===== src/rtl/sd_rx_pkg.sv =====
package sd_rx_pkg;

  // ##################################################
  // block geometry
  // ##################################################

  localparam int BLOCK_BYTES = 512;
  localparam int FIFO_DEPTH  = 16;
  localparam int CRC_BITS    = 16;

  // ##################################################
  // state and result encodings
  // ##################################################

  // ERROR is only entered from an illegal encoding
  typedef enum logic [1:0] {
    OUTPUT,
    START,
    CALCULATE,
    ERROR
  } crc_state_e;

  typedef enum logic [1:0] {
    IDLE,
    DATA,
    CRC,
    STOP
  } rx_state_e;

  typedef enum logic [1:0] {
    BLK_OK,
    BLK_CRC_ERR,
    BLK_END_ERR
  } blk_status_e;

endpackage


===== src/rtl/rx_byte_if.sv =====
`timescale 1ns/1ps

interface rx_byte_if;

  // one-cycle write strobe from the framer
  logic       push;
  logic [7:0] data;
  // set together with the final data byte of a block
  logic       last;
  // level from the FIFO that drops any push made while it is high
  logic       full;

  modport push_mp (
    output push,
    output data,
    output last,
    input  full
  );

  modport store_mp (
    input  push,
    input  data,
    input  last,
    output full
  );

endinterface


===== src/rtl/crc16_read.sv =====
`timescale 1ns/1ps

module crc16_read (
  input  logic        sd_clk_i,
  input  logic        rst_i,
  input  logic        start_i,
  input  logic        end_output_i,
  input  logic        dat_ser_i,
  output logic [15:0] crc16_o
);

  sd_rx_pkg::crc_state_e crc_state_q, crc_state_d;

  // register split at the two inner taps of x^16+x^12+x^5+1
  logic [4:0] lower_5_d, lower_5_q;
  logic [6:0] middle_7_d, middle_7_q;
  logic [3:0] upper_4_d, upper_4_q;
  logic       clear;
  logic       feedback;

  // ##################################################
  // state machine
  // ##################################################

  always_comb begin
    crc_state_d = crc_state_q;
    unique case (crc_state_q)
      sd_rx_pkg::OUTPUT:    crc_state_d = start_i ? sd_rx_pkg::START : sd_rx_pkg::OUTPUT;
      sd_rx_pkg::START:     crc_state_d = sd_rx_pkg::CALCULATE;
      sd_rx_pkg::CALCULATE: crc_state_d = end_output_i ? sd_rx_pkg::OUTPUT : sd_rx_pkg::CALCULATE;
      default:              crc_state_d = sd_rx_pkg::ERROR;
    endcase
  end

  always_ff @(posedge sd_clk_i) begin
    if (rst_i) begin
      crc_state_q <= sd_rx_pkg::OUTPUT;
    end else begin
      crc_state_q <= crc_state_d;
    end
  end

  // ##################################################
  // shift register
  // ##################################################

  always_comb begin
    lower_5_d  = lower_5_q;
    middle_7_d = middle_7_q;
    upper_4_d  = upper_4_q;
    clear      = 1'b0;
    feedback   = dat_ser_i ^ upper_4_q[3];
    // held at zero while calculating so downstream compare logic stays quiet
    crc16_o    = 16'h0000;

    unique case (crc_state_q)
      sd_rx_pkg::OUTPUT: begin
        crc16_o = {upper_4_q, middle_7_q, lower_5_q};
      end
      sd_rx_pkg::START: begin
        clear = 1'b1;
      end
      sd_rx_pkg::CALCULATE: begin
        lower_5_d  = {lower_5_q[3:0], feedback};
        middle_7_d = {middle_7_q[5:0], lower_5_q[4] ^ feedback};
        upper_4_d  = {upper_4_q[2:0], middle_7_q[6] ^ feedback};
      end
      default: begin
      end
    endcase
  end

  always_ff @(posedge sd_clk_i) begin
    if (rst_i || clear) begin
      lower_5_q  <= '0;
      middle_7_q <= '0;
      upper_4_q  <= '0;
    end else begin
      lower_5_q  <= lower_5_d;
      middle_7_q <= middle_7_d;
      upper_4_q  <= upper_4_d;
    end
  end

  a_no_error_state: assert property (@(posedge sd_clk_i) disable iff (rst_i)
    crc_state_q != sd_rx_pkg::ERROR);

  // the framer only starts a block while it is idle
  a_no_start_in_calc: assert property (@(posedge sd_clk_i) disable iff (rst_i)
    !(start_i && crc_state_q == sd_rx_pkg::CALCULATE));

endmodule


===== src/rtl/sd_dat_rx.sv =====
`timescale 1ns/1ps

module sd_dat_rx (
  input  logic                   sd_clk_i,
  input  logic                   rst_i,
  input  logic                   dat_ser_i,
  rx_byte_if.push_mp             byte_if,
  output logic                   blk_done_o,
  output sd_rx_pkg::blk_status_e blk_status_o,
  output logic                   overrun_o
);

  sd_rx_pkg::rx_state_e   state_q;
  sd_rx_pkg::blk_status_e status_q;

  logic                                      dat_q;
  logic                                      start;
  logic                                      start_q;
  logic                                      end_output;
  logic                                      last_byte;
  logic [2:0]                                bit_cnt_q;
  logic [$clog2(sd_rx_pkg::BLOCK_BYTES)-1:0] byte_cnt_q;
  logic [$clog2(sd_rx_pkg::CRC_BITS)-1:0]    crc_cnt_q;
  logic [7:0]                                shift_q;
  logic [7:0]                                data_q;
  logic                                      last_q;
  logic                                      push_q;
  logic [sd_rx_pkg::CRC_BITS-1:0]            crc_rx_q;
  logic [15:0]                               crc_calc;
  logic                                      fin_q;
  logic                                      done_q;
  logic                                      overrun_q;

  // start is taken from the raw line so the CRC engine has cleared by the first data bit
  assign start      = (state_q == sd_rx_pkg::IDLE) && !start_q && !dat_ser_i;
  assign last_byte  = (byte_cnt_q == sd_rx_pkg::BLOCK_BYTES - 1);
  assign end_output = (state_q == sd_rx_pkg::DATA) && (bit_cnt_q == 3'd7) && last_byte;

  crc16_read i_crc (
    .sd_clk_i     (sd_clk_i),
    .rst_i        (rst_i),
    .start_i      (start),
    .end_output_i (end_output),
    .dat_ser_i    (dat_q),
    .crc16_o      (crc_calc)
  );

  // ##################################################
  // framing control
  // ##################################################

  always_ff @(posedge sd_clk_i) begin
    if (rst_i) begin
      dat_q      <= 1'b1;
      state_q    <= sd_rx_pkg::IDLE;
      start_q    <= 1'b0;
      bit_cnt_q  <= '0;
      byte_cnt_q <= '0;
      crc_cnt_q  <= '0;
      push_q     <= 1'b0;
      fin_q      <= 1'b0;
      done_q     <= 1'b0;
      status_q   <= sd_rx_pkg::BLK_OK;
      overrun_q  <= 1'b0;
    end else begin
      dat_q   <= dat_ser_i;
      start_q <= start;
      push_q  <= 1'b0;
      fin_q   <= 1'b0;
      done_q  <= fin_q;
      // sticky until reset
      if (byte_if.push && byte_if.full) begin
        overrun_q <= 1'b1;
      end
      unique case (state_q)
        sd_rx_pkg::IDLE: begin
          if (start_q) begin
            state_q    <= sd_rx_pkg::DATA;
            bit_cnt_q  <= '0;
            byte_cnt_q <= '0;
          end
        end
        sd_rx_pkg::DATA: begin
          bit_cnt_q <= bit_cnt_q + 3'd1;
          if (bit_cnt_q == 3'd7) begin
            push_q     <= 1'b1;
            byte_cnt_q <= byte_cnt_q + 1'b1;
            if (last_byte) begin
              state_q   <= sd_rx_pkg::CRC;
              crc_cnt_q <= '0;
            end
          end
        end
        sd_rx_pkg::CRC: begin
          crc_cnt_q <= crc_cnt_q + 1'b1;
          if (crc_cnt_q == sd_rx_pkg::CRC_BITS - 1) begin
            state_q <= sd_rx_pkg::STOP;
          end
        end
        sd_rx_pkg::STOP: begin
          // dat_q holds the end bit here
          if (crc_rx_q != crc_calc) begin
            status_q <= sd_rx_pkg::BLK_CRC_ERR;
          end else if (!dat_q) begin
            status_q <= sd_rx_pkg::BLK_END_ERR;
          end else begin
            status_q <= sd_rx_pkg::BLK_OK;
          end
          fin_q   <= 1'b1;
          state_q <= sd_rx_pkg::IDLE;
        end
        default: state_q <= sd_rx_pkg::IDLE;
      endcase
    end
  end

  // ##################################################
  // data and received CRC
  // ##################################################

  always_ff @(posedge sd_clk_i) begin
    if (state_q == sd_rx_pkg::DATA) begin
      shift_q <= {shift_q[6:0], dat_q};
      if (bit_cnt_q == 3'd7) begin
        data_q <= {shift_q[6:0], dat_q};
        last_q <= last_byte;
      end
    end
    if (state_q == sd_rx_pkg::CRC) begin
      crc_rx_q <= {crc_rx_q[sd_rx_pkg::CRC_BITS-2:0], dat_q};
    end
  end

  assign byte_if.push = push_q;
  assign byte_if.data = data_q;
  assign byte_if.last = last_q;
  assign blk_done_o   = done_q;
  assign blk_status_o = status_q;
  assign overrun_o    = overrun_q;

  a_push_after_data: assert property (@(posedge sd_clk_i) disable iff (rst_i)
    byte_if.push |-> $past(state_q) == sd_rx_pkg::DATA);

endmodule


===== src/rtl/rx_byte_fifo.sv =====
`timescale 1ns/1ps

module rx_byte_fifo (
  input  logic        sd_clk_i,
  input  logic        rst_i,
  rx_byte_if.store_mp byte_if,
  input  logic        pop_i,
  output logic [7:0]  rd_data_o,
  output logic        rd_last_o,
  output logic        empty_o
);

  // each entry is {last, data}
  logic [8:0] mem_q [sd_rx_pkg::FIFO_DEPTH];

  logic [$clog2(sd_rx_pkg::FIFO_DEPTH)-1:0]   wr_ptr_q;
  logic [$clog2(sd_rx_pkg::FIFO_DEPTH)-1:0]   rd_ptr_q;
  logic [$clog2(sd_rx_pkg::FIFO_DEPTH+1)-1:0] count_q;
  logic                                       wr_en;
  logic                                       rd_en;

  assign byte_if.full = (count_q == sd_rx_pkg::FIFO_DEPTH);
  assign empty_o      = (count_q == '0);
  assign wr_en        = byte_if.push && !byte_if.full;
  assign rd_en        = pop_i && !empty_o;

  // head entry is shown without a register stage
  assign {rd_last_o, rd_data_o} = mem_q[rd_ptr_q];

  always_ff @(posedge sd_clk_i) begin
    if (wr_en) begin
      mem_q[wr_ptr_q] <= {byte_if.last, byte_if.data};
    end
  end

  // pointers wrap naturally as the depth is a power of two
  always_ff @(posedge sd_clk_i) begin
    if (rst_i) begin
      wr_ptr_q <= '0;
      rd_ptr_q <= '0;
      count_q  <= '0;
    end else begin
      if (wr_en) begin
        wr_ptr_q <= wr_ptr_q + 1'b1;
      end
      if (rd_en) begin
        rd_ptr_q <= rd_ptr_q + 1'b1;
      end
      unique case ({wr_en, rd_en})
        2'b10:   count_q <= count_q + 1'b1;
        2'b01:   count_q <= count_q - 1'b1;
        default: count_q <= count_q;
      endcase
    end
  end

  a_no_pop_empty: assert property (@(posedge sd_clk_i) disable iff (rst_i)
    pop_i |-> !empty_o);

  a_count_bound: assert property (@(posedge sd_clk_i) disable iff (rst_i)
    count_q <= sd_rx_pkg::FIFO_DEPTH);

endmodule


===== src/rtl/word_packer.sv =====
`timescale 1ns/1ps

module word_packer (
  input  logic        sd_clk_i,
  input  logic        rst_i,
  input  logic [7:0]  rd_data_i,
  input  logic        rd_last_i,
  input  logic        empty_i,
  output logic        pop_o,
  output logic [31:0] word_o,
  output logic        word_valid_o,
  output logic        word_last_o,
  input  logic        word_ready_i
);

  logic [1:0]  lane_q;
  logic [31:0] word_q;
  logic        valid_q;
  logic        last_q;
  logic        accept;

  // popping stops while a finished word waits for the host
  assign pop_o  = !valid_q && !empty_i;
  assign accept = valid_q && word_ready_i;

  always_ff @(posedge sd_clk_i) begin
    if (rst_i) begin
      lane_q  <= '0;
      valid_q <= 1'b0;
      last_q  <= 1'b0;
    end else begin
      if (accept) begin
        valid_q <= 1'b0;
      end
      if (pop_o) begin
        lane_q <= lane_q + 2'd1;
        // lane 0 starts a new word so the flag is not carried over
        last_q <= (lane_q == 2'd0) ? rd_last_i : (last_q | rd_last_i);
        if (lane_q == 2'd3) begin
          valid_q <= 1'b1;
        end
      end
    end
  end

  // first byte of a word lands in the low lane
  always_ff @(posedge sd_clk_i) begin
    if (pop_o) begin
      word_q[{lane_q, 3'b000} +: 8] <= rd_data_i;
    end
  end

  assign word_o       = word_q;
  assign word_valid_o = valid_q;
  assign word_last_o  = last_q;

  a_hold_word: assert property (@(posedge sd_clk_i) disable iff (rst_i)
    word_valid_o && !word_ready_i |=> word_valid_o && $stable(word_o));

endmodule


===== src/rtl/sd_rx_top.sv =====
`timescale 1ns/1ps

module sd_rx_top (
  input  logic        sd_clk_i,
  input  logic        rst_i,
  input  logic        dat_ser_i,
  input  logic        word_ready_i,
  output logic [31:0] word_o,
  output logic        word_valid_o,
  output logic        word_last_o,
  output logic        blk_done_o,
  output logic [1:0]  blk_status_o,
  output logic        overrun_o
);

  logic [7:0] fifo_data;
  logic       fifo_last;
  logic       fifo_empty;
  logic       fifo_pop;

  rx_byte_if i_byte_if ();

  sd_dat_rx i_dat_rx (
    .sd_clk_i     (sd_clk_i),
    .rst_i        (rst_i),
    .dat_ser_i    (dat_ser_i),
    .byte_if      (i_byte_if.push_mp),
    .blk_done_o   (blk_done_o),
    .blk_status_o (blk_status_o),
    .overrun_o    (overrun_o)
  );

  rx_byte_fifo i_fifo (
    .sd_clk_i  (sd_clk_i),
    .rst_i     (rst_i),
    .byte_if   (i_byte_if.store_mp),
    .pop_i     (fifo_pop),
    .rd_data_o (fifo_data),
    .rd_last_o (fifo_last),
    .empty_o   (fifo_empty)
  );

  word_packer i_packer (
    .sd_clk_i     (sd_clk_i),
    .rst_i        (rst_i),
    .rd_data_i    (fifo_data),
    .rd_last_i    (fifo_last),
    .empty_i      (fifo_empty),
    .pop_o        (fifo_pop),
    .word_o       (word_o),
    .word_valid_o (word_valid_o),
    .word_last_o  (word_last_o),
    .word_ready_i (word_ready_i)
  );

endmodule


===== config.mk =====
export PLATFORM = sky130hd
export DESIGN_NAME = sd_rx_top
export DESIGN_NICKNAME = d
export VERILOG_FILES = /design/src/rtl/sd_rx_pkg.sv /design/src/rtl/rx_byte_if.sv /design/src/rtl/crc16_read.sv /design/src/rtl/sd_dat_rx.sv /design/src/rtl/rx_byte_fifo.sv /design/src/rtl/word_packer.sv /design/src/rtl/sd_rx_top.sv
export SDC_FILE = /design/constraint.sdc
export NUM_CORES = 1
export LEC_CHECK = 0
export BUFFER_PORTS_ARGS = -buffer_cell sky130_fd_sc_hd__buf_2
export CORE_UTILIZATION = 50
export DETAILED_ROUTE_END_ITERATION = 10
export PLACE_DENSITY = 0.79
export RECOVER_POWER = 50
export SETUP_SLACK_MARGIN = 0.15
export SLEW_MARGIN = 20
export SYNTH_ARGS = -nofsm -noshare
export SYNTH_HDL_FRONTEND = slang
export SYNTH_SLANG_ARGS = --single-unit
export TNS_END_PERCENT = 20

===== constraint.sdc =====
create_clock -name sd_clk_i -period 3 [get_ports sd_clk_i]
set_clock_uncertainty 0.15 [all_clocks]
set_input_delay 0.45 -clock sd_clk_i [delete_from_list [all_inputs] [get_ports sd_clk_i]]
set_output_delay 0.45 -clock sd_clk_i [all_outputs]
set_load 0.01 [all_outputs]

After elaboration in Yosys (flattened, before gate mapping)

Memories as Yosys holds them, arrays and structs flattened. A register that Yosys moved wholly into a read port is not among the register bits.
Cells that the tools add are included.

Register bits after elaboration: 125
Bits in writable memories: 144
Output and inout port bits: 38
Logic and storage cells: 120
Memories: 1

Add/sub/neg operators: 9
Equality and inequality tests: 17
Shifts and indexed selects: 2
Mux-type cells: 32
Bitwise logic cells: 5
Reduce and logical (&&, ||, !) cells: 28

Memory list:

| memory       | words | width | read ports | clocked after memory_dff | wr ports | line               | RTL |
|---|---|---|---|---|---|---|---|
| i_fifo.mem_q | 16    | 9     | 1          | 1                        | 1        | rx_byte_fifo.sv:14 | `logic [8:0] mem_q [sd_rx_pkg::FIFO_DEPTH];` |

Operator list:

| cell                                                  | number |
|---|---|
| bitwise mux 32 bit                                    | 1 |
| variable shift 8 x 7 -> 32 bit, first input constant  | 1 |
| variable part select 8 x 7 -> 32 bit                  | 1 |
| 2-to-1 mux 9 bit                                      | 2 |
| case mux 9 bit (2 select lines)                       | 1 |
| 2-to-1 mux 16 bit                                     | 1 |
| 2-to-1 mux 4 bit                                      | 4 |
| inequality test 16 bit                                | 1 |
| 2-to-1 mux 2 bit                                      | 7 |
| adder 4 x 1 -> 4 bit, second input constant           | 3 |
| equality test 2 bit, second input constant            | 5 |
| 2-to-1 mux 1 bit                                      | 10 |
| case mux 5 bit (2 select lines)                       | 1 |
| adder 9 x 1 -> 9 bit, second input constant           | 1 |
| equality test 9 bit, second input constant            | 1 |
| logical AND 1 bit                                     | 9 |
| inequality test 2 x 1 -> 1 bit, second input constant | 4 |
| case mux 2 bit (4 select lines)                       | 1 |
| case mux 4 bit (2 select lines)                       | 1 |
| negation 5 -> 7 bit                                   | 1 |
| equality test 2 x 1 -> 1 bit, second input constant   | 3 |
| logical NOT 2 bit                                     | 3 |
| case mux 2 bit (3 select lines)                       | 1 |
| case mux 3 bit (2 select lines)                       | 1 |
| other kinds (19)                                      | 29 |

Logic depth before layout (Yosys ltp)

Gate-level depths: netlist of the first run.

Depth after elaboration: 6
Gate-level depth with buffers: 12
Gate-level depth less buffers: 10

Cells and area by module

From an unflattened synthesis of the first run, not the netlist that was laid out.

Cells, all modules: 718
Area total of the unflattened synthesis: 11045.6 µm²

Modules (own cells, without submodules):

| module       | instances | cells an instance | area an instance (µm²) |
|---|---|---|---|
| rx_byte_fifo | 1         | 354               | 6483.7 |
| sd_dat_rx    | 1         | 180               | 2296.0 |
| word_packer  | 1         | 98                | 1500.2 |
| crc16_read   | 1         | 86                | 765.7 |

Worst setup path after synthesis of the first run

No wires, ideal clock.

Path type: register to register
From: reg i_fifo.count_q[2] in the netlist's numbering
To: reg i_fifo.count_q[4] in the netlist's numbering
Library setup time: 0.123 ns
Arrival time: 2.611 ns
Path slack: 0.115 ns
Stages on the path, launching flop included: 13
Period minus slack after synthesis: 2.885 ns
Cells stage by stage: dfxtp_1 buf_2 nor4_4 a21oi_2 buf_2 ha_1 buf_2 xor2_1 ha_1 o31a_1 o21ai_0 a221oi_1 mux2_1

Longest elaborated chain between the ends: 6
Elaborated cells between the ends (all ways): 13

RTL lines:

| item                                                                         | line               | RTL |
|---|---|---|
| start, declared                                                              | rx_byte_fifo.sv:18 | `logic [$clog2(sd_rx_pkg::FIFO_DEPTH+1)-1:0] count_q;` |
| start signal, assigned                                                       | rx_byte_fifo.sv:50 | `2'b10: count_q <= count_q + 1'b1;` |
| start signal, assigned                                                       | rx_byte_fifo.sv:51 | `2'b01: count_q <= count_q - 1'b1;` |
| start signal, assigned                                                       | rx_byte_fifo.sv:52 | `default: count_q <= count_q;` |
| logical NOT 5 bit *                                                          | rx_byte_fifo.sv:23 | `assign empty_o = (count_q == '0);` |
| logical NOT 1 bit *                                                          | word_packer.sv:23  | `assign pop_o = !valid_q && !empty_i;` |
| logical AND 1 bit *                                                          | word_packer.sv:23  |  |
| via fifo_pop                                                                 | sd_rx_top.sv:19    | `logic fifo_pop;` |
| logical AND 1 bit *                                                          | rx_byte_fifo.sv:25 | `assign rd_en = pop_i && !empty_o;` |
| equality test 2 x 1 -> 1 bit / equality test 2 bit (equally long branches)   | rx_byte_fifo.sv:49 | `unique case ({wr_en, rd_en})` |
| case mux 5 bit (2 select lines) / nonzero test 2 bit (equally long branches) | -                  |  |

Mark *: on every way through the listed nets, which the timed path passes. The rest lies on a longest branch.
A chain may end at the register's enable or synchronous reset.

Final worst setup path of the first run

From: reg i_fifo.count_q[2] in the netlist's numbering
To: reg i_fifo.count_q[4] in the netlist's numbering

Longest elaborated chain between the ends: 6
Elaborated cells between the ends (all ways): 13

RTL lines:

| item                                                                         | line |
|---|---|
| logical NOT 5 bit                                                            | rx_byte_fifo.sv:23 |
| logical NOT 1 bit                                                            | rx_byte_fifo.sv:25, word_packer.sv:23 |
| logical AND 1 bit                                                            | word_packer.sv:23 |
| logical AND 1 bit                                                            | rx_byte_fifo.sv:25 |
| equality test 2 x 1 -> 1 bit / equality test 2 bit (equally long branches)   | rx_byte_fifo.sv:49 |
| case mux 5 bit (2 select lines) / nonzero test 2 bit (equally long branches) | - |

Several ways; a longest one is shown, not always the timed one.

==> results of run 1 <==
## layout make-up
cell class | instances | area share
clock buffer | 36 | 0.0588
inverter | 20 | 0.00604
timing repair buffer | 66 | 0.0285
sequential | 273 | 0.607
tap | 275 | 0.0277
clock inverter | 12 | 0.00946
multi-input combinational | 381 | 0.262
## report_power, final
part | switching, mW | internal (mW) | leakage (nW)
logic | 1.35 | 1.11 | 1.34
registers | 0.211 | 4.44 | 2.43
clock network | 1.35 | 1.88 | 0.414
total | 2.91 | 7.43 | 4.19
## per-layer routing
metal  share of wire  vias up  global-route usage
met4           0.025        0              0.0570
met1            0.42     2915               0.235
li1                -     2771                   -
met2            0.51      169               0.328
met5               0        -                   0
met3           0.047       46              0.0303
## Yosys cell counts (all sizes together) (2+ instances only)
| cell | n |
|---|---|
| o2111ai | 2 |
| mux4 | 45 |
| a2bb2oi | 2 |
| nor2b | 13 |
| a32oi | 2 |
| mux2i | 21 |
| nor3 | 12 |
| xor2 | 12 |
| edfxtp | 208 |
| nand4b | 3 |
| a21oi | 13 |
| buf | 12 |
| nor4 | 3 |
| o21ai | 8 |
| nand4 | 8 |
| or2 | 3 |
| a21o | 3 |
| clkbuf | 16 |
| a22oi | 4 |
| nor2 | 85 |
| or3b | 2 |
| nor3b | 4 |
| o22ai | 2 |
| and2 | 32 |
| nand3 | 5 |
| inv | 20 |
| ha | 27 |
| nand3b | 3 |
| dfxtp | 65 |
| nand2b | 12 |
| xnor2 | 10 |
| and3 | 4 |
| a21boi | 3 |
| o21a | 2 |
| a211oi | 4 |
| nand2 | 19 |
## state kept, by name, indices dropped and copies added, names as in the netlist, 2 cells and up, named ones only
signal                      count
i_dat_rx.bit_cnt_q              3
i_fifo.count_q                  5
i_dat_rx.i_crc.crc_state_q      2
i_fifo.mem_q                  144
i_dat_rx.state_q                2
i_dat_rx.crc_cnt_q              4
i_dat_rx.byte_cnt_q             9
i_packer.lane_q                 2
i_fifo.wr_ptr_q                 4
i_fifo.rd_ptr_q                 4
i_dat_rx.blk_status_o           2
i_dat_rx.byte_if.data           8
i_packer.word_o                32
i_dat_rx.i_crc.upper_4_q        4
i_dat_rx.i_crc.lower_5_q        5
i_dat_rx.crc_rx_q              16
i_dat_rx.i_crc.middle_7_q       7
i_dat_rx.shift_q                7
## timing repair
| action | 4_1_cts | 5_1_grt |
|---|---|---|
| pin swaps | 1 | 1 |
| gates resized for setup | 1 | 4 |
| endpoints found under the setup margin | 1 | 1 |
| hold buffers | 1 | 0 |
| endpoints found under the hold margin | 1 | 0 |
| setup buffers | 2 | 0 |
## critical path, cell delays in order, from the launching register on
cell,delay [ns]
dfxtp_1,0.39
nor4_4,0.38
buf_4,0.18
a21oi_1,0.08
ha_2,0.26
xor2_1,0.15
ha_2,0.22
o31a_1,0.14
o21ai_1,0.07
a221oi_2,0.31
mux2_1,0.34
## path summary, 6_finish.rpt
check / from / endpoint / cells past startpoint / slack (ns)
hold / removal: word_ready_i / i_packer.word_valid_o / 4 / 0.05
setup / recovery: i_fifo.count_q[2] / i_fifo.count_q[4] / 10 / 0.20
hold reg to reg: i_dat_rx.shift_q[0] / i_dat_rx.shift_q[1] / 0 / 0.29
setup reg to reg: i_fifo.count_q[2] / i_fifo.count_q[4] / 10 / 0.20
## cells by family after synthesis
logic type / synth area share
mux: 0.114
buf+inv: 0.0218
xor+xnor: 0.0175
simple gates: 0.0964
compound gates: 0.0366
fa+ha+maj: 0.0306
flops: 0.684
==> impl_metrics.toml, run 1 <==
[finish]
drive_gt1_frac = 0.142
area_growth_pct = 12.6
diodes = 0
final_cell_mix = "208 x edfxtp_1, 85 x nor2_1, 64 x dfxtp_1, 45 x clkbuf_1, 40 x mux4_2"
multi_input_area_sq_mm = 0.00326
final_cells = 1063
fill_cells = 1606
stdcell_area_sq_mm = 0.0124
fin_util = 0.582
regArea_sq_mm = 0.00755
layout_commonest_cell = "edfxtp_1"
num-nets-final = 800

[detailed_routing]
wire_per_inst_microns = 18.9
wirelength_mm = 20.1
vias_per_cell = 5.55
dr.pass1.iters = 5
final_antenna_net_count = 0
drc = 0
vias = 5901
drt_iter0_markers = 311

[pwr]
ir_worst_vdd_uv = 572
total_power_mw = 10.3
p_per_area_mw_per_mm2 = 832
leakagePower_nw = 4.19

[sta]
worst_slack_ns = 0.202
setup_violations = 0
maxSlewHeadroom = 0.344
maxSlewViolCount = 0
period_needed_ns = 2.80
worst_slew_pin_slew_ns = 0.985
fin_crit_sh = 0.933
rsz0062_at_grt = "no"
hold_viol = 0
tns_ns = 0
whs_ns = 0.0482
fmax_mhz = 357

[run]
max-cap-violations = 0

[setup_path]
crit_path_end_kind = "flip-flop"
critical_path_class = "reg -> reg"
critPathArrivalTime_ns = 3.06
crit_path_start_kind = "flip-flop"
cp_max_fo = 10
required_ns = 3.26

[global_route]
grt_pass1_vias = 6000
overflow = 0
grt_usage = 0.186
antenna_found_initial = 0
grt_max_degree = 37
grt_pass1_wl_mm = 32.3

[clocking]
h-tree-depth = 1
cts_root_buf = "clkbuf_16"
clockBufferDepth = 3
clock-sinks = 273
cts_tree = "yes"
numCtsBuffers = 27
clk_pin_slew_worst_paths_ns = 0.06
clk_latency_ns = 0.54

[logic_synthesis]
postSynthAreaPerCell_sq_um = 15.7
synth_top_area_frac = 0.566
synth_cell_types = 59
yosysSeqAreaShare = 0.684
synth_nets = 733
syn_area_sq_mm = 0.0110
yosys.area.top_type = "edfxtp_1"
synth_edf_count = 208
ys_warn_count = 0
ys_async_sr_fraction = 0
synth_cells = 702
synthTopCellsByArea = "edfxtp_1 57%, dfxtp_1 12%, mux4_2 8.2%"
ys_ff_latch = 273
ys.flop_type = "edfxtp_1"

[floorplan]
die_w_microns = 151
pin_count = 42
core_sq_mm = 0.0214
die_h_microns = 151
rows = 53
start_util = 0.517
dieArea_sq_mm = 0.0227

[hold_path]
hold_class = "in -> reg"

[placed_design]
dp_hpwl_mm = 12.8
port_buffers = 41
place_inst = 1012
placed_area_sq_mm = 0.0116
place.gp.congestion = 0.822
place_ws_ns = 0.0791

[run_status]
status = "finished, final reports clean"
(Power assumes the default switching activity.)
==> inputs of run 2 (changes only) <==
Settings changed: ABC_AREA set to 1.
Clock period 3 ns to 2.55 ns, I/O delays scaled along.
==> run 2 against run 1 <==
Clock power rose by 15%. Largest power group unchanged. Core utilization decreased by 0.49 points. Combinational power increased by 64%. Die area increased by 0.67%. Fmax up 25%. Worst setup slack gained 0.11 ns. Critical path depth did not move. Synthesized area grew 0.68%. Register-to-register slack better by 0.11 ns.
==> impl_metrics.toml, run 2 <==
[setup_path]
r2r-end = "i_packer.word_o[15]"
cp_max_fo = 33
required_ns = 2.67
critical_path_class = "reg -> reg"
critPathArrivalTime_ns = 2.36
crit_end = "i_packer.word_o[15]"
crit_path_start_kind = "flip-flop"
rr_worst_depth = 10
rrSetupSlack_ns = 0.31
crit_path_end_kind = "flip-flop"

[logic_synthesis]
ys.flop_type = "edfxtp_1"
ys_ff_latch = 273
yosys.area.top_type = "edfxtp_1"
synth_cell_types = 40
synth_top_area_frac = 0.562
ys_async_sr_fraction = 0
synthTopCellsByArea = "edfxtp_1 56%, dfxtp_1 12%, nor2_1 5.8%"
postSynthAreaPerCell_sq_um = 11.3
syn_area_sq_mm = 0.0111
synth_edf_count = 208
yosysSeqAreaShare = 0.679
ys_top_cells_by_count = "208 x edfxtp_1, 172 x nor2_1, 91 x o21ai_0"
synth_nets = 1014
ys_warn_count = 0
synth_most_common_cell = "edfxtp_1"
synth_cells = 983

[detailed_routing]
vias = 7460
drt_iter0_markers = 656
wirelength_mm = 23.7
drc = 0
dr.pass1.iters = 8
final_antenna_net_count = 0
vias_per_cell = 5.52
wire_per_inst_microns = 17.5

[global_route]
busiest_layer = "met2"
grt_pass1_vias = 7170
gr-usage-met2 = 0.360
grt_use_met1 = 0.287
grt_use_met3 = 0.0367
grt_max_degree = 73
overflow = 0
antenna_found_initial = 0
grt_pass1_wl_mm = 37.7
grt_usage = 0.215

[clocking]
post_cts_buffers = 0
clk_pin_slew_worst_paths_ns = 0.06
clock-sinks = 273
h-tree-depth = 1
cts_tree = "yes"
cts_root_buf = "clkbuf_16"
numCtsBuffers = 27
clk_latency_ns = 0.53
clockBufferDepth = 3

[finish]
largest_register_ffs = 144
diodes = 0
layout_commonest_cell = "edfxtp_1"
num-nets-final = 1084
regMostFlops = "i_fifo.mem_q"
drive_gt1_frac = 0.0840
area_growth_pct = 13.3
fin_util = 0.577
final_cell_mix = "208 x edfxtp_1, 171 x nor2_1, 90 x o21ai_0, 89 x nand2_1, 72 x inv_1"

[placed_design]
place_ws_ns = 0.245
port_buffers = 41
place.gp.congestion = 0.857
dp_hpwl_mm = 15.3

[pwr]
combPwrFrac = 0.300
leakagePower_nw = 4.50
clkPwrFrac = 0.278
ir_worst_vdd_uv = 599
switching_share = 0.343
p_seq_frac = 0.422
power.switching_mw = 4.61
p_per_area_mw_per_mm2 = 1070
intPower_mw = 8.82

[sta]
tns_ns = 0
worst_slack_ns = 0.311
worst_slew_pin_slew_ns = 0.940
rsz0062_at_grt = "no"
hold_viol = 0
fin_crit_sh = 0.878
maxSlewViolCount = 0
setup_violations = 0
period_needed_ns = 2.24
maxSlewHeadroom = 0.374
whs_ns = 0.137
fmax_mhz = 447

[floorplan]
core_sq_mm = 0.0218
pin_count = 42
die_w_microns = 151
start_util = 0.509
die_h_microns = 151
rows = 54
dieArea_sq_mm = 0.0228

[hold_path]
holdPathStages = 2
hold_class = "in -> reg"

[run_status]
status = "finished, final reports clean"

[run]
max-cap-violations = 0
[run 2: worst max-delay path, cell delays in order (launching register included)]
cell	delay (ns)
dfxtp_2	0.36
clkinv_2	0.37
buf_12	0.32
nor2_1	0.13
nor2_1	0.06
o21ai_0	0.08
o211ai_1	0.11
nand3_1	0.13
nand2_1	0.10
nand3_1	0.11
nor2_1	0.07
[run 2: power by group through the flow]
stage	combinational, mW	sequential, mW	clock (mW)
3_3_place_gp	3.88	5.71	0
3_5_place_dp	4.01	5.73	0
5_1_grt	4.56	5.72	3.94
6_report	4.03	5.66	3.74
2_1_floorplan	2.78	5.75	0
4_1_cts	4.05	5.65	3.78
[run 2: worst min path at each step]
stage | start | to
final | rst_i | i_dat_rx.byte_if.push
after global routing | rst_i | i_dat_rx.byte_if.push
after CTS | rst_i | i_dat_rx.byte_if.push
after detailed placement | i_dat_rx.fin_q | i_dat_rx.blk_done_o
after global placement | i_dat_rx.fin_q | i_dat_rx.blk_done_o
after floorplan | i_dat_rx.fin_q | i_dat_rx.blk_done_o
[run 2: cell families after synthesis]
group	share of synthesized area
AO/OA/AOI/OAI	0.107
XOR/XNOR	0.0102
adder cells (fa/ha/maj)	0.0304
buffers and inverters	0.0446
flip-flops	0.679
AND/OR/NAND/NOR	0.129
[run 2: final cells by class]
type	instances	area, sq um
clock buffer	36	729
timing repair buffer	78	475
inverter	81	305
multi-input combinational	592	3090
clock inverter	11	97.6
sequential	273	7550
fill	1705	9230
tap	280	350
[run 2: timing repair]
action / 4_1_cts / 5_1_grt
endpoints found under the hold margin: 3 / 0
resized for setup: 0 / 6
hold buffers: 2 / 0
setup endpoints to repair: 0 / 8
[run 2: metal layers]
layer | vias up | share of wire
met5 | - | 0
met4 | 0 | 0.022
met3 | 37 | 0.077
met2 | 280 | 0.49
met1 | 3559 | 0.41
li1 | 3584 | -
[run 2: metrics by stage]
step | cell area [sq um] | total power, mW | std cells
after detailed placement | 11800 | 9.74 | 1302
final | 12600 | 13.4 | 1351
after floorplan | 11100 | 8.53 | 983
after CTS | 12600 | 13.5 | 1351
after global placement | 11800 | 9.59 | 1302
after global routing | 12600 | 14.2 | 1351
==> inputs of run 3 (changes only) <==
Settings changed: ABC_AREA 1 to unset.
==> run 3 against run 2 <==
Die area down 0.67%. The flow now finishes with violations (negative setup slack). Critical path type unchanged. Largest cell class unchanged. Non-clock buffer count fell by 3. Register-to-register slack worse by 0.36 ns. Via count decreased by 21%. Sequential power decreased by 3.7%. Core utilization rose by 1.3 points. Clock power shrank 5%. Critical path depth did not move. Flip-flop and latch count unchanged. Worst setup slack worse by 0.36 ns. Total power decreased by 8.3%.
==> impl_metrics.toml, run 3 (same netlist as run 1, synthesis figures left out) <==
[run_status]
status = "finished, violations left"
violations = "negative setup slack"

[global_route]
grt_pass1_vias = 5886
grt_pass1_wl_mm = 31.0
grt_max_degree = 37
grt_usage = 0.178
antenna_found_initial = 0
overflow = 0

[setup_path]
r2r_start = "i_fifo.count_q[2]"
crit_path_end_kind = "flip-flop"
crit_slowest_cell = "mux2_1"
critPathArrivalTime_ns = 2.88
r2r-end = "i_fifo.count_q[4]"
crit_top_cell = "buf_4"
cpPeakStageDelay_ns = 0.35
crit_path_start_kind = "flip-flop"
critical_path_class = "reg -> reg"
rr_worst_depth = 10
worstPathCellList = "nor4_4, buf_4, a21oi_4, ha_4, xor2_2, ha_2, buf_4, a21o_1, a221oi_2, mux2_1"
required_ns = 2.83
cp_max_fo = 4
rrSetupSlack_ns = -0.05

[floorplan]
core_sq_mm = 0.0214
pin_count = 42
die_w_microns = 151
start_util = 0.517
dieArea_sq_mm = 0.0227
rows = 53
die_h_microns = 151

[hold_path]
worstHoldStart = "rst_i"
holdPathStages = 2
hold_class = "in -> reg"
whs_endpoint = "i_fifo.count_q[2]"

[sta]
tns_ns = -0.0515
maxSlewHeadroom = 0.358
rsz0062_at_grt = "yes"
hold_viol = 0
worst_slew_pin_slew_ns = 0.960
fmax_mhz = 384
fin_crit_sh = 1.02
maxSlewViolCount = 0
setup_violations = 1
period_needed_ns = 2.60
worst_slack_ns = -0.0515

[detailed_routing]
dr.pass1.iters = 4
vias = 5886
wirelength_mm = 19.7
drc = 0
drt_iter0_markers = 442
vias_per_cell = 5.50
wire_per_inst_microns = 18.4
final_antenna_net_count = 0

[placed_design]
dp_hpwl_mm = 12.8
port_buffers = 41
place_inst = 1017
place.gp.congestion = 0.797

[clocking]
clk_pin_slew_worst_paths_ns = 0.07
clockBufferDepth = 3
clock-sinks = 273
cts_root_buf = "clkbuf_16"
clk_latency_ns = 0.54
h-tree-depth = 1
cts_tree = "yes"
numCtsBuffers = 26

[finish]
layout_commonest_cell = "edfxtp_1"
diodes = 0
regMostFlops = "i_fifo.mem_q"
final_cells = 1071
largest_register_ffs = 144
fill_cells = 1614
area_growth_pct = 14.1
drive_gt1_frac = 0.222
num-nets-final = 808
final_cell_mix = "208 x edfxtp_1, 81 x nor2_1, 61 x dfxtp_1, 41 x mux4_2, 28 x buf_4"

[pwr]
ir_worst_vdd_uv = 670
leakagePower_nw = 4.30
p_per_area_mw_per_mm2 = 977

[run]
max-cap-violations = 0
## run 3: what timing repair did
action / in CTS / in global routing
endpoints found under the hold margin: 3 / 0
pin swaps: 2 / 22
setup buffers: 2 / 3
hold buffers: 2 / 0
endpoints found under the setup margin: 5 / 33
resized for setup: 0 / 41
## run 3: worst max-delay path, delay by kind of cell (launching register included)
kind | cells | cell delay (ns)
buffers and inverters | 2 | 0.32
XOR/XNOR | 1 | 0.14
AO/OA/AOI/OAI | 3 | 0.49
adder cells (fa/ha/maj) | 2 | 0.38
AND/OR/NAND/NOR | 1 | 0.33
multiplexers | 1 | 0.35
flip-flops | 1 | 0.34
## run 3: report_power, final
part	switching (mW)	leakage, nW	total [mW]	internal (mW)
Sequential	0.226	2.43	5.45	5.22
Combinational	1.72	1.49	3.32	1.59
Clock	1.58	0.382	3.55	1.97
## run 3: cell type report
| type | count | area [sq um] | area share |
|---|---|---|---|
| clock buffers | 31 | 669 | 0.0531 |
| clock inverters | 16 | 111 | 0.00884 |
| inverters | 20 | 75.1 | 0.00596 |
| multi-input cells | 381 | 3390 | 0.269 |
| flip-flops and latches | 273 | 7550 | 0.599 |
| well taps | 275 | 344 | 0.0273 |
| repair buffers | 75 | 463 | 0.0367 |
## run 3: worst max path at each step
stage	startpoint	end	cells after the start
after CTS	i_fifo.count_q[1]	i_fifo.count_q[4]	10
after global placement	i_fifo.count_q[0]	i_fifo.count_q[4]	10
after floorplan	i_fifo.count_q[0]	i_fifo.count_q[4]	11
after global routing	i_fifo.count_q[2]	i_fifo.count_q[4]	10
final	i_fifo.count_q[2]	i_fifo.count_q[4]	10
after detailed placement	i_fifo.count_q[0]	i_fifo.count_q[4]	10
## run 3: stage by stage
stage          worst slack, ns  area (sq um)  hold WS [ns]  power, mW   util
2_1_floorplan           -0.153         11100         0.250       7.82      -
3_3_place_gp           0.00674         11700         0.253       8.49  0.547
3_5_place_dp           0.00837         11700         0.273       8.61  0.547
4_1_cts                 0.0293         12500         0.142       12.2  0.585
5_1_grt                 -0.150         12600         0.188       12.9  0.590
6_report               -0.0515         12600         0.144       12.3  0.590
## run 3: routing by layer
layer  vias up  track usage  part of all wire
met5         -            0                 0
met4         0       0.0420             0.020
met3        27       0.0248             0.045
met2       134        0.318              0.52
met1      2947        0.230              0.42
li1       2778            -                 -
